<file path="src/dm_bus_pkg.sv">
package dm_bus_pkg;

    // decoded part of the hart address
    localparam int DBG_ADDR_BITS = 12;

    localparam int PROG_BUF_SIZE = 10;
    localparam int DATA_COUNT    = 5;
    localparam int ABS_CMD_SIZE  = 10;

    // status writes from the hart
    localparam logic [DBG_ADDR_BITS-1:0] HALTED_ADDR    = 12'h100;
    localparam logic [DBG_ADDR_BITS-1:0] GOING_ADDR     = 12'h104;
    localparam logic [DBG_ADDR_BITS-1:0] RESUMING_ADDR  = 12'h108;
    localparam logic [DBG_ADDR_BITS-1:0] EXCEPTION_ADDR = 12'h10C;

    // regions read by the debug loop
    localparam logic [DBG_ADDR_BITS-1:0] WHERETO_ADDR      = 12'h300;
    localparam logic [DBG_ADDR_BITS-1:0] ABS_CMD_BASE_ADDR = 12'h310;
    localparam logic [DBG_ADDR_BITS-1:0] PROGBUF_BASE_ADDR = 12'h340;
    localparam logic [DBG_ADDR_BITS-1:0] DATA_BASE_ADDR    = 12'h380;
    localparam logic [DBG_ADDR_BITS-1:0] FLAGS_ADDR        = 12'h400;

    typedef logic [31:0] word_t;

    typedef struct packed {
        logic        req;
        logic        we;
        logic [31:0] addr;
        logic [3:0]  be;
        word_t       wdata;
    } hart_req_t;

    typedef struct packed {
        logic halted_wr;
        logic going_wr;
        logic resuming_wr;
        logic exception_wr;
    } bus_event_t;

    typedef enum logic [2:0] {
        RD_NONE,
        RD_WHERETO,
        RD_FLAGS,
        RD_DATA,
        RD_PROGBUF,
        RD_ABS_CMD
    } rd_sel_e;

    typedef struct packed {
        rd_sel_e    sel;
        logic [3:0] index;
    } rd_req_t;

    typedef word_t [PROG_BUF_SIZE-1:0] progbuf_t;
    typedef word_t [ABS_CMD_SIZE-1:0]  abs_prog_t;

endpackage

</file>
<file path="src/dm_cmd_pkg.sv">
package dm_cmd_pkg;

    typedef enum logic [7:0] {
        CMD_ACCESS_REG   = 8'd0,
        CMD_QUICK_ACCESS = 8'd1,
        CMD_ACCESS_MEM   = 8'd2
    } cmd_type_e;

    typedef struct packed {
        cmd_type_e   cmd_type;
        logic        reserved;
        logic [2:0]  aarsize;
        logic        postincrement;
        logic        postexec;
        logic        transfer;
        logic        write;
        logic [15:0] regno;
    } dm_command_t;

    typedef enum logic [2:0] {
        CMDERR_NONE          = 3'd0,
        CMDERR_NOT_SUPPORTED = 3'd2,
        CMDERR_EXCEPTION     = 3'd3,
        CMDERR_HALT_RESUME   = 3'd4
    } cmderr_e;

    typedef enum logic [1:0] {
        CMD_IDLE,
        CMD_RESUME,
        CMD_GO,
        CMD_EXECUTING
    } cmd_state_e;

    localparam logic [4:0]  REG_S0        = 5'd8;
    localparam logic [4:0]  REG_A0        = 5'd10;
    localparam logic [11:0] CSR_DSCRATCH0 = 12'h7B2;
    localparam logic [11:0] CSR_DSCRATCH1 = 12'h7B3;

    localparam logic [31:0] INSTR_ILLEGAL = 32'h0000_0000;
    localparam logic [31:0] INSTR_NOP     = 32'h0000_0013;
    localparam logic [31:0] INSTR_EBREAK  = 32'h0010_0073;

    // J-type, imm[0] is implied zero
    function automatic logic [31:0] jal(logic [4:0] rd, logic [20:0] imm);
        return {imm[20], imm[10:1], imm[11], imm[19:12], rd, 7'h6F};
    endfunction

    // U-type, imm is the upper 20 bits
    function automatic logic [31:0] auipc(logic [4:0] rd, logic [19:0] imm);
        return {imm, rd, 7'h17};
    endfunction

    function automatic logic [31:0] slli(logic [4:0] rd, logic [4:0] rs1, logic [4:0] shamt);
        return {7'b0, shamt, rs1, 3'h1, rd, 7'h13};
    endfunction

    function automatic logic [31:0] srli(logic [4:0] rd, logic [4:0] rs1, logic [4:0] shamt);
        return {7'b0, shamt, rs1, 3'h5, rd, 7'h13};
    endfunction

    function automatic logic [31:0] load(logic [2:0] size, logic [4:0] rd,
                                         logic [4:0] rs1, logic [11:0] offset);
        return {offset, rs1, size, rd, 7'h03};
    endfunction

    function automatic logic [31:0] store(logic [2:0] size, logic [4:0] rs2,
                                          logic [4:0] rs1, logic [11:0] offset);
        return {offset[11:5], rs2, rs1, size, offset[4:0], 7'h23};
    endfunction

    // csrrw x0, csr, rs1
    function automatic logic [31:0] csrw(logic [11:0] csr, logic [4:0] rs1);
        return {csr, rs1, 3'h1, 5'h0, 7'h73};
    endfunction

    // csrrs rd, csr, x0
    function automatic logic [31:0] csrr(logic [11:0] csr, logic [4:0] rd);
        return {csr, 5'h0, 3'h2, rd, 7'h73};
    endfunction

endpackage

</file>
<file path="src/dm_bus_decode.sv">
`timescale 1ns/10ps

module dm_bus_decode (
    input  dm_bus_pkg::hart_req_t  hart_req_i,
    input  dm_bus_pkg::word_t      data_i,
    output dm_bus_pkg::bus_event_t bus_ev_o,
    output dm_bus_pkg::rd_req_t    rd_req_o,
    output dm_bus_pkg::word_t      data_o,
    output logic                   data_valid_o
);
    import dm_bus_pkg::*;

    logic [DBG_ADDR_BITS-1:0] addr;
    logic [DBG_ADDR_BITS-3:0] word_addr;
    logic [DBG_ADDR_BITS-3:0] data_off;
    logic [DBG_ADDR_BITS-3:0] prog_off;
    logic [DBG_ADDR_BITS-3:0] abs_off;
    logic                     wr;
    logic                     rd;

    assign addr      = hart_req_i.addr[DBG_ADDR_BITS-1:0];
    assign word_addr = addr[DBG_ADDR_BITS-1:2];
    assign wr        = hart_req_i.req & hart_req_i.we;
    assign rd        = hart_req_i.req & ~hart_req_i.we;

    // offsets wrap below the base, so one compare bounds each region
    assign data_off = word_addr - DATA_BASE_ADDR[DBG_ADDR_BITS-1:2];
    assign prog_off = word_addr - PROGBUF_BASE_ADDR[DBG_ADDR_BITS-1:2];
    assign abs_off  = word_addr - ABS_CMD_BASE_ADDR[DBG_ADDR_BITS-1:2];

    always_comb begin
        bus_ev_o                = '0;
        bus_ev_o.halted_wr      = wr && (addr == HALTED_ADDR);
        bus_ev_o.going_wr       = wr && (addr == GOING_ADDR);
        bus_ev_o.resuming_wr    = wr && (addr == RESUMING_ADDR);
        bus_ev_o.exception_wr   = wr && (addr == EXCEPTION_ADDR);
    end

    // byte merge toward the debugger
    always_comb begin
        data_o       = data_i;
        data_valid_o = 1'b0;
        if (wr && (data_off < DATA_COUNT)) begin
            data_valid_o = 1'b1;
            for (int b = 0; b < 4; b++) begin
                if (hart_req_i.be[b]) begin
                    data_o[8*b +: 8] = hart_req_i.wdata[8*b +: 8];
                end
            end
        end
    end

    always_comb begin
        rd_req_o.sel   = RD_NONE;
        rd_req_o.index = '0;
        if (rd) begin
            if (addr == WHERETO_ADDR) begin
                rd_req_o.sel = RD_WHERETO;
            end else if (addr == FLAGS_ADDR) begin
                rd_req_o.sel = RD_FLAGS;
            end else if (data_off < DATA_COUNT) begin
                rd_req_o.sel   = RD_DATA;
                rd_req_o.index = data_off[3:0];
            end else if (prog_off < PROG_BUF_SIZE) begin
                rd_req_o.sel   = RD_PROGBUF;
                rd_req_o.index = prog_off[3:0];
            end else if (abs_off < ABS_CMD_SIZE) begin
                rd_req_o.sel   = RD_ABS_CMD;
                rd_req_o.index = abs_off[3:0];
            end
        end
    end

endmodule

</file>
<file path="src/dm_abstract_gen.sv">
`timescale 1ns/10ps

module dm_abstract_gen (
    input  dm_cmd_pkg::dm_command_t cmd_i,
    output dm_bus_pkg::abs_prog_t   abs_prog_o,
    output logic                    unsupported_o
);
    import dm_bus_pkg::*;
    import dm_cmd_pkg::*;

    logic        is_gpr;
    logic        is_a0;
    logic [11:0] target_csr;

    // regno 0x1000..0x101f are the GPRs
    assign is_gpr = cmd_i.regno[12];
    assign is_a0  = is_gpr && (cmd_i.regno[4:0] == REG_A0);

    // a0 itself lives in dscratch1 while the program runs
    assign target_csr = is_a0 ? CSR_DSCRATCH1 : cmd_i.regno[11:0];

    assign unsupported_o = (cmd_i.cmd_type != CMD_ACCESS_REG) ||
                           (cmd_i.aarsize > 3'd2) ||
                           cmd_i.postincrement ||
                           (cmd_i.regno >= 16'h1020);

    always_comb begin
        abs_prog_o[0] = INSTR_ILLEGAL;
        // a0 <- page base of the debug memory
        abs_prog_o[1] = auipc(REG_A0, 20'd0);
        abs_prog_o[2] = srli(REG_A0, REG_A0, 5'd12);
        abs_prog_o[3] = slli(REG_A0, REG_A0, 5'd12);
        abs_prog_o[4] = INSTR_NOP;
        abs_prog_o[5] = INSTR_NOP;
        abs_prog_o[6] = INSTR_NOP;
        abs_prog_o[7] = INSTR_NOP;
        // restore a0
        abs_prog_o[8] = csrr(CSR_DSCRATCH1, REG_A0);
        abs_prog_o[9] = INSTR_EBREAK;

        if (unsupported_o) begin
            abs_prog_o[0] = INSTR_EBREAK;
        end else begin
            abs_prog_o[0] = csrw(CSR_DSCRATCH1, REG_A0);
            if (cmd_i.transfer) begin
                if (is_gpr && !is_a0) begin
                    // direct move between the gpr and data0
                    if (cmd_i.write) begin
                        abs_prog_o[4] = load(cmd_i.aarsize, cmd_i.regno[4:0], REG_A0,
                                             DATA_BASE_ADDR);
                    end else begin
                        abs_prog_o[4] = store(cmd_i.aarsize, cmd_i.regno[4:0], REG_A0,
                                              DATA_BASE_ADDR);
                    end
                end else begin
                    // s0 carries the value, saved around the move
                    abs_prog_o[4] = csrw(CSR_DSCRATCH0, REG_S0);
                    if (cmd_i.write) begin
                        abs_prog_o[5] = load(cmd_i.aarsize, REG_S0, REG_A0, DATA_BASE_ADDR);
                        abs_prog_o[6] = csrw(target_csr, REG_S0);
                    end else begin
                        abs_prog_o[5] = csrr(target_csr, REG_S0);
                        abs_prog_o[6] = store(cmd_i.aarsize, REG_S0, REG_A0, DATA_BASE_ADDR);
                    end
                    abs_prog_o[7] = csrr(CSR_DSCRATCH0, REG_S0);
                end
            end
            // fall through into the program buffer
            if (cmd_i.postexec) begin
                abs_prog_o[9] = INSTR_NOP;
            end
        end
    end

endmodule

</file>
<file path="src/dm_cmd_ctrl.sv">
`timescale 1ns/10ps

module dm_cmd_ctrl (
    input  logic                   clk,
    input  logic                   rst_n,
    input  dm_bus_pkg::bus_event_t bus_ev_i,
    input  logic                   haltreq_i,
    input  logic                   resumereq_i,
    input  logic                   ndmreset_i,
    input  logic                   clear_resumeack_i,
    input  logic                   cmd_valid_i,
    input  logic                   unsupported_i,
    output logic                   halted_o,
    output logic                   resumeack_o,
    output logic                   cmdbusy_o,
    output logic                   resume_flag_o,
    output logic                   go_flag_o,
    output logic                   cmderror_valid_o,
    output dm_cmd_pkg::cmderr_e    cmderror_o
);
    import dm_cmd_pkg::*;

    cmd_state_e state_q;
    cmd_state_e state_d;
    logic       halted_q;
    logic       resumeack_q;

    assign halted_o    = halted_q;
    assign resumeack_o = resumeack_q;

    always_comb begin
        state_d          = state_q;
        resume_flag_o    = 1'b0;
        go_flag_o        = 1'b0;
        cmdbusy_o        = (state_q != CMD_IDLE);
        cmderror_valid_o = 1'b0;
        cmderror_o       = CMDERR_NONE;

        case (state_q)
            CMD_IDLE: begin
                if (resumereq_i && halted_q && !resumeack_q && !haltreq_i) begin
                    state_d = CMD_RESUME;
                end
                if (cmd_valid_i) begin
                    if (!halted_q) begin
                        cmderror_valid_o = 1'b1;
                        cmderror_o       = CMDERR_HALT_RESUME;
                    end else if (unsupported_i) begin
                        cmderror_valid_o = 1'b1;
                        cmderror_o       = CMDERR_NOT_SUPPORTED;
                    end else begin
                        state_d = CMD_GO;
                    end
                end
            end
            CMD_RESUME: begin
                resume_flag_o = 1'b1;
                if (resumeack_q) begin
                    state_d = CMD_IDLE;
                end
            end
            CMD_GO: begin
                go_flag_o = 1'b1;
                if (bus_ev_i.going_wr) begin
                    state_d = CMD_EXECUTING;
                end
            end
            CMD_EXECUTING: begin
                // hart is back in the park loop
                if (bus_ev_i.halted_wr) begin
                    state_d = CMD_IDLE;
                end
            end
            default: begin
                state_d = CMD_IDLE;
            end
        endcase

        if (bus_ev_i.exception_wr) begin
            cmderror_valid_o = 1'b1;
            cmderror_o       = CMDERR_EXCEPTION;
        end
    end

    always_ff @(posedge clk or negedge rst_n) begin
        if (!rst_n) begin
            state_q     <= CMD_IDLE;
            halted_q    <= 1'b0;
            resumeack_q <= 1'b0;
        end else begin
            state_q <= state_d;
            // hart writes win over the debugger side clears
            if (bus_ev_i.halted_wr) begin
                halted_q <= 1'b1;
            end else if (bus_ev_i.resuming_wr || (ndmreset_i && !haltreq_i)) begin
                halted_q <= 1'b0;
            end
            if (bus_ev_i.resuming_wr) begin
                resumeack_q <= 1'b1;
            end else if (clear_resumeack_i) begin
                resumeack_q <= 1'b0;
            end
        end
    end

endmodule

</file>
<file path="src/dm_read_port.sv">
`timescale 1ns/10ps

module dm_read_port (
    input  logic                    clk,
    input  logic                    rst_n,
    input  dm_bus_pkg::rd_req_t     rd_req_i,
    input  dm_cmd_pkg::dm_command_t cmd_i,
    input  logic                    cmdbusy_i,
    input  logic                    resume_flag_i,
    input  logic                    go_flag_i,
    input  dm_bus_pkg::progbuf_t    progbuf_i,
    input  dm_bus_pkg::abs_prog_t   abs_prog_i,
    input  dm_bus_pkg::word_t       data_i,
    output dm_bus_pkg::word_t       rdata_o
);
    import dm_bus_pkg::*;
    import dm_cmd_pkg::*;

    word_t rdata_q;
    word_t rdata_d;

    assign rdata_o = rdata_q;

    always_comb begin
        rdata_d = rdata_q;
        case (rd_req_i.sel)
            RD_WHERETO: begin
                // jal x0, relative to whereto itself
                if (cmdbusy_i && (cmd_i.cmd_type == CMD_ACCESS_REG)) begin
                    if (cmd_i.postexec) begin
                        rdata_d = jal(5'd0, 21'(PROGBUF_BASE_ADDR - WHERETO_ADDR));
                    end else begin
                        rdata_d = jal(5'd0, 21'(ABS_CMD_BASE_ADDR - WHERETO_ADDR));
                    end
                end
            end
            RD_FLAGS: begin
                rdata_d = {30'b0, resume_flag_i, go_flag_i};
            end
            RD_DATA: begin
                rdata_d = data_i;
            end
            RD_PROGBUF: begin
                rdata_d = progbuf_i[rd_req_i.index];
            end
            RD_ABS_CMD: begin
                rdata_d = abs_prog_i[rd_req_i.index];
            end
            default: begin
                rdata_d = rdata_q;
            end
        endcase
    end

    always_ff @(posedge clk or negedge rst_n) begin
        if (!rst_n) begin
            rdata_q <= '0;
        end else begin
            rdata_q <= rdata_d;
        end
    end

endmodule

</file>
<file path="src/dm_mem.sv">
`timescale 1ns/10ps

module dm_mem (
    input  logic                    clk,
    input  logic                    rst_n,
    input  dm_bus_pkg::hart_req_t   hart_req_i,
    output dm_bus_pkg::word_t       rdata_o,
    input  logic                    haltreq_i,
    input  logic                    resumereq_i,
    input  logic                    ndmreset_i,
    input  logic                    clear_resumeack_i,
    input  logic                    cmd_valid_i,
    input  dm_cmd_pkg::dm_command_t cmd_i,
    input  dm_bus_pkg::progbuf_t    progbuf_i,
    input  dm_bus_pkg::word_t       data_i,
    output logic                    halted_o,
    output logic                    resumeack_o,
    output logic                    cmdbusy_o,
    output logic                    cmderror_valid_o,
    output dm_cmd_pkg::cmderr_e     cmderror_o,
    output dm_bus_pkg::word_t       data_o,
    output logic                    data_valid_o
);
    import dm_bus_pkg::*;

    bus_event_t bus_ev;
    rd_req_t    rd_req;
    abs_prog_t  abs_prog;
    logic       unsupported;
    logic       resume_flag;
    logic       go_flag;

    // hart bus in
    dm_bus_decode u_bus_decode (
        .hart_req_i   (hart_req_i),
        .data_i       (data_i),
        .bus_ev_o     (bus_ev),
        .rd_req_o     (rd_req),
        .data_o       (data_o),
        .data_valid_o (data_valid_o)
    );

    dm_abstract_gen u_abstract_gen (
        .cmd_i         (cmd_i),
        .abs_prog_o    (abs_prog),
        .unsupported_o (unsupported)
    );

    dm_cmd_ctrl u_cmd_ctrl (
        .clk               (clk),
        .rst_n             (rst_n),
        .bus_ev_i          (bus_ev),
        .haltreq_i         (haltreq_i),
        .resumereq_i       (resumereq_i),
        .ndmreset_i        (ndmreset_i),
        .clear_resumeack_i (clear_resumeack_i),
        .cmd_valid_i       (cmd_valid_i),
        .unsupported_i     (unsupported),
        .halted_o          (halted_o),
        .resumeack_o       (resumeack_o),
        .cmdbusy_o         (cmdbusy_o),
        .resume_flag_o     (resume_flag),
        .go_flag_o         (go_flag),
        .cmderror_valid_o  (cmderror_valid_o),
        .cmderror_o        (cmderror_o)
    );

    // registered read word back to the hart
    dm_read_port u_read_port (
        .clk           (clk),
        .rst_n         (rst_n),
        .rd_req_i      (rd_req),
        .cmd_i         (cmd_i),
        .cmdbusy_i     (cmdbusy_o),
        .resume_flag_i (resume_flag),
        .go_flag_i     (go_flag),
        .progbuf_i     (progbuf_i),
        .abs_prog_i    (abs_prog),
        .data_i        (data_i),
        .rdata_o       (rdata_o)
    );

endmodule

</file>
<file path="config.mk">
export PLATFORM = sky130hd
export DESIGN_NAME = dm_mem
export DESIGN_NICKNAME = d
export VERILOG_FILES = /design/src/dm_bus_pkg.sv /design/src/dm_cmd_pkg.sv /design/src/dm_bus_decode.sv /design/src/dm_abstract_gen.sv /design/src/dm_cmd_ctrl.sv /design/src/dm_read_port.sv /design/src/dm_mem.sv
export SDC_FILE = /design/constraint.sdc
export NUM_CORES = 1
export LEC_CHECK = 0
export ABC_AREA = 1
export ABC_CLOCK_PERIOD_IN_PS = 2700
export BUFFER_PORTS_ARGS = -buffer_cell sky130_fd_sc_hd__buf_2
export CORE_AREA = 2 2 206 208
export DETAILED_ROUTE_END_ITERATION = 6
export DIE_AREA = 0 0 208 210
export SKIP_CTS_REPAIR_TIMING = 1
export SYNTH_ARGS = -nofsm -noshare
export SYNTH_HDL_FRONTEND = slang
export SYNTH_HIERARCHICAL = 1
export SYNTH_SLANG_ARGS = --single-unit
</file>
<file path="constraint.sdc">
create_clock -name clk -period 2.7 [get_ports clk]
set_clock_uncertainty 0.15 [all_clocks]
set_input_delay 0.405 -clock clk [delete_from_list [all_inputs] [get_ports clk]]
set_output_delay 0.405 -clock clk [all_outputs]
set_load 0.03 [all_outputs]
</file>
# Word level (Yosys, flattened, before mapping)
# Cells that the tools add are included.
# word_totals
word_cells	118
output_inout_bits	72
regBits	36
input_bits	461
# op_classes
n_addsub	3
mux	55
n_reduce_logical	28
eq_ne	19
bitwise	3
n_lt_le_gt_ge	6
# ops
cell	count
32-bit binary-select mux with 4-bit select	2
128-bit 2-to-1 mux	2
32-bit 2-to-1 mux	6
32-bit one-hot mux with 5 select lines	1
95-bit 2-to-1 mux	1
64-bit 2-to-1 mux	1
12-bit by 9-bit == test with 1-bit output (second input constant)	4
8-bit 2-to-1 mux	4
31-bit 2-to-1 mux	1
10-bit by 8-bit subtractor with 10-bit output (second input constant)	3
7-bit 2-to-1 mux	4
27-bit 2-to-1 mux	1
25-bit 2-to-1 mux	1
21-bit 2-to-1 mux	1
10-bit by 4-bit less-than comparator with 1-bit output (second input constant)	2
3-bit 2-to-1 mux	6
16-bit by 13-bit greater-or-equal comparator with 1-bit output (second input constant)	1
2-bit 2-to-1 mux	8
12-bit by 10-bit == test with 1-bit output (second input constant)	1
12-bit by 11-bit == test with 1-bit output (second input constant)	1
1-bit logical AND	12
1-bit 2-to-1 mux	12
12-bit 2-to-1 mux	1
10-bit by 3-bit less-than comparator with 1-bit output (second input constant)	1
23 further kinds	37

# Longest topological paths before layout
# depth
word_depth	11
depth_mapped	24
depth_no_buf	22

# Hierarchy
# Netlist, hierarchy kept.
# by_module_without_submodules
mod	n_inst	cells_per_inst	area_per_inst_um2
dm_read_port	1	1579	7916.3
dm_abstract_gen	1	409	2648.8
dm_bus_decode	1	220	1164.9
dm_cmd_ctrl	1	40	270.3

# Worst setup path after synthesis
# OpenSTA, ideal clock, no wires.
# synth_path
path_kind	input to register
from	in hart_req_i[43] (netlist name)
to	reg u_read_port.rdata_q[7] (netlist: u_read_port/rdata_o[7])
arrival_time_ps	2423
slack_ps	-4
stages	18
path_cell_list	inv_1 > ha_1 > nand3_1 > nor2_2 > nand3_4 > nand3_1 > inv_1 > nor2_1 > inv_2 > buf_6 > buf_6 > buf_4 > o21ai_0 > o21ai_0 > nand2_1 > nand2_1 > a22oi_1 > nand3_1
# synth_rtl
element	line	rtl
start: declaration	dm_mem.sv:6	input dm_bus_pkg::hart_req_t hart_req_i,
end signal: assignment	dm_read_port.sv:59	rdata_q <= rdata_d;
end: declaration	dm_read_port.sv:19	word_t rdata_q;

==> impl_metrics.ini <==
[status]
status = finished with violations
violations = negative setup slack

[cells_and_area]
nNetsFinal = 3257
ff_latch_area_um2 = 901
nFillCells = 4583
instances_no_fill = 3332
drive_gt1_frac = 0.328
area_delta_synth_final_pct = 37.6
final_area_um2 = 16500
multi_input_area_um2 = 9160

[global_routing]
grt_pass1_vias = 13600
grt-ovfl-total = 0
grt_use_total = 0.227
grt_max_degree = 67
antenna_found_initial = 7
grt_pass1_wl_mm = 77.4

[clocking]
cts-htree-levels = 2
cts.sinks = 36
clock_latency_ns = 0.28
clockBufferDepth = 2
cts_tree = yes
path_clk_slew_ns = 0.06
cts_buffers = 5
cts-root-buf = clkbuf_16

[place]
io_buffers = 511
dp_worst_setup_slack_ns = -0.617
placed_area_um2 = 14900
place_congestion = 0.927
dp_hpwl_mm = 43.4
dp.cells = 3283

[detailed_routing]
firstDrtPassIters = 5
drc_errors = 0
vias_per_cell = 4.53
ant_nets = 0
route.final.wire_length_mm = 55.3
drt_iter0_drc = 1029
wl_per_cell_um = 16.6
vias = 15100

[power]
p_leak_nw = 8.92
peakVddDrop_uv = 212
power_mw = 2.95
power_density_nw_per_um2 = 179

[floorplan]
dieHeight_um = 210
initial_core_util = 0.289
die_w_um = 208
coreArea_um2 = 41500
num_rows = 75
io_pins = 533
dieArea_um2 = 43700

[timing]
fin_ws_ns = -0.128
slew_headroom = 0.391
hold_viol = 0
rsz0062_at_grt = true
worst_pin_slew_ns = 0.913
min_period_ns = 2.83
setup_viol = 63
drv_slew = 0
fmax_ghz = 0.354
period_share = 1.05

[setup_path]
cp_common_cell = nand2_1
cp_top_family = simple AND/OR/NAND/NOR gates
cp.arrival_ns = 2.84
start_kind = primary input
criticalPathCategory = in -> reg
crit_chain = buf_6, buf_4, ha_1, nand2_1, nand3_1, nor2_2, nand3_2, nand3_2, inv_2, nor2_4, buf_12, inv_16, buf_16, buf_4, o21ai_0, o21ai_1, nand2_1, nand2_1, nand2_1, nand2_2, nand2_1, nand3_1
end_kind = flip-flop
crit_slowest_cell = ha_1
cp.required_ns = 2.71
slowest_delay_ns = 0.18
path_max_fanout = 30
path_buf_inv = 7

[synthesis]
synthCells = 2248
synth_ff_type = dfrtp_1
yosys_warnings = 6
netlist_area_um2 = 12000
synthTopCellsByArea = nand2_1 20%, buf_4 18%, nor2_1 13%
ys_types = 43
netlist.area_leader.share = 0.200
synth-edff-count = 0
synth-seq-cells = 36
avgSynthCellArea_um2 = 5.34
async_reset_ff_frac = 1.00
synth.largest_area_cell = nand2_1
synth_seq_area_share = 0.0751

[worst_hold_path]
hp-class = in -> async

[run]
drv_cap = 0
-- stage by stage --
step | util | hold WS [ns] | TNS [ns]
finish | 0.398 | 0.102 | -2.66
detailed placement | 0.359 | 0.314 | -16.96
floorplan | - | -0.0406 | 0
global placement | 0.359 | 0.310 | -15.96
CTS | 0.363 | 0.138 | -7.55
global route | 0.398 | 0.162 | -8.88
-- logic make-up after synthesis --
logic type / share of synthesized area
and+or+nand+nor: 0.404
buffers and inverters: 0.274
other: 0.000626
DFF: 0.0751
AOI/OAI and AO/OA: 0.239
adders and majority gates: 0.00834
-- Yosys cell counts, types with 8 or more instances --
| library cell | count |
|---|---|
| o21a_1 | 57 |
| o21ai_1 | 56 |
| nand2_1 | 639 |
| nand3_1 | 83 |
| buf_2 | 59 |
| nor2_2 | 14 |
| dfrtp_1 | 36 |
| nand3_2 | 14 |
| nor2_1 | 403 |
| buf_6 | 21 |
| ha_1 | 8 |
| o22ai_1 | 62 |
| o21ai_0 | 284 |
| inv_2 | 10 |
| a21oi_1 | 24 |
| inv_1 | 78 |
| buf_4 | 281 |
| a21boi_1 | 20 |
| clkbuf_1 | 40 |
-- worst register-to-register path: cells and delay by family (launching register included) --
kind | cells | cell delay (ns)
buffers and inverters | 3 | 0.29
AND/OR/NAND/NOR | 6 | 0.99
flip-flops | 1 | 0.42
-- layer usage --
layer	global-route usage	vias to the layer above	part of all wire
li1	-	7835	-
met1	0.279	6622	0.42
met2	0.400	569	0.49
met3	0.0258	80	0.051
met4	0.0990	4	0.041
met5	0	-	0.00049
-- power by group --
group	switching [mW]	internal (mW)	total, mW
clock	0.243	0.435	0.678
sequential	0.0702	0.644	0.714
combinational	0.956	0.605	1.56
total	1.27	1.68	2.95
-- cells in the final DEF (no fill, tap or decap), types with 6 or more instances in the layout --
cell / count
buf_16: 6
a21oi_1: 18
nor2_2: 19
o22ai_1: 61
nor2_1: 393
buf_4: 131
nand3_1: 77
dfrtp_1: 36
inv_1: 70
clkbuf_16: 21
o21ai_2: 11
a21boi_1: 15
nand2_1: 559
nor2_4: 9
buf_2: 475
nand2_4: 10
o21a_1: 57
nand3_2: 20
a21oi_2: 6
nand4_1: 7
buf_12: 38
o21ai_1: 100
inv_2: 11
o21ai_0: 229
conb_1: 235
nand2_2: 74
buf_6: 48
-- cell type report --
type | instances | area share
clock buffer | 6 | 0.00780
inverter | 88 | 0.0218
timing repair buffer | 715 | 0.317
antenna | 4 | 0.000606
multi-input combinational | 1942 | 0.555
sequential | 36 | 0.0545
tap | 539 | 0.0408
clock inverter | 2 | 0.00212
-- sequential cells by signal, indices dropped and copies added, names as in the netlist --
| name | flops |
|---|---|
| u_cmd_ctrl/state_q | 2 |
| u_cmd_ctrl/halted_o | 1 |
| u_read_port/rdata_o | 32 |
| u_cmd_ctrl/resumeack_o | 1 |
-- path summary, 6_finish.rpt --
kind / cells after the start / endpoint / slack, ns / from
min reg2reg: 2 / u_read_port/rdata_o[26] / 0.32 / u_read_port/rdata_o[26]
max reg2reg: 9 / u_read_port/rdata_o[24] / 0.74 / u_cmd_ctrl/state_q[0]
min in group clk: 2 / u_cmd_ctrl/resumeack_o / 0.16 / clear_resumeack_i
max: 22 / u_read_port/rdata_o[21] / -0.13 / hart_req_i[41]
max in group asynchronous: 1 / u_read_port/rdata_o[24] / 1.72 / rst_n
min: 1 / u_read_port/rdata_o[23] / 0.10 / rst_n
Note: power is estimated with default switching activity, not from simulation.
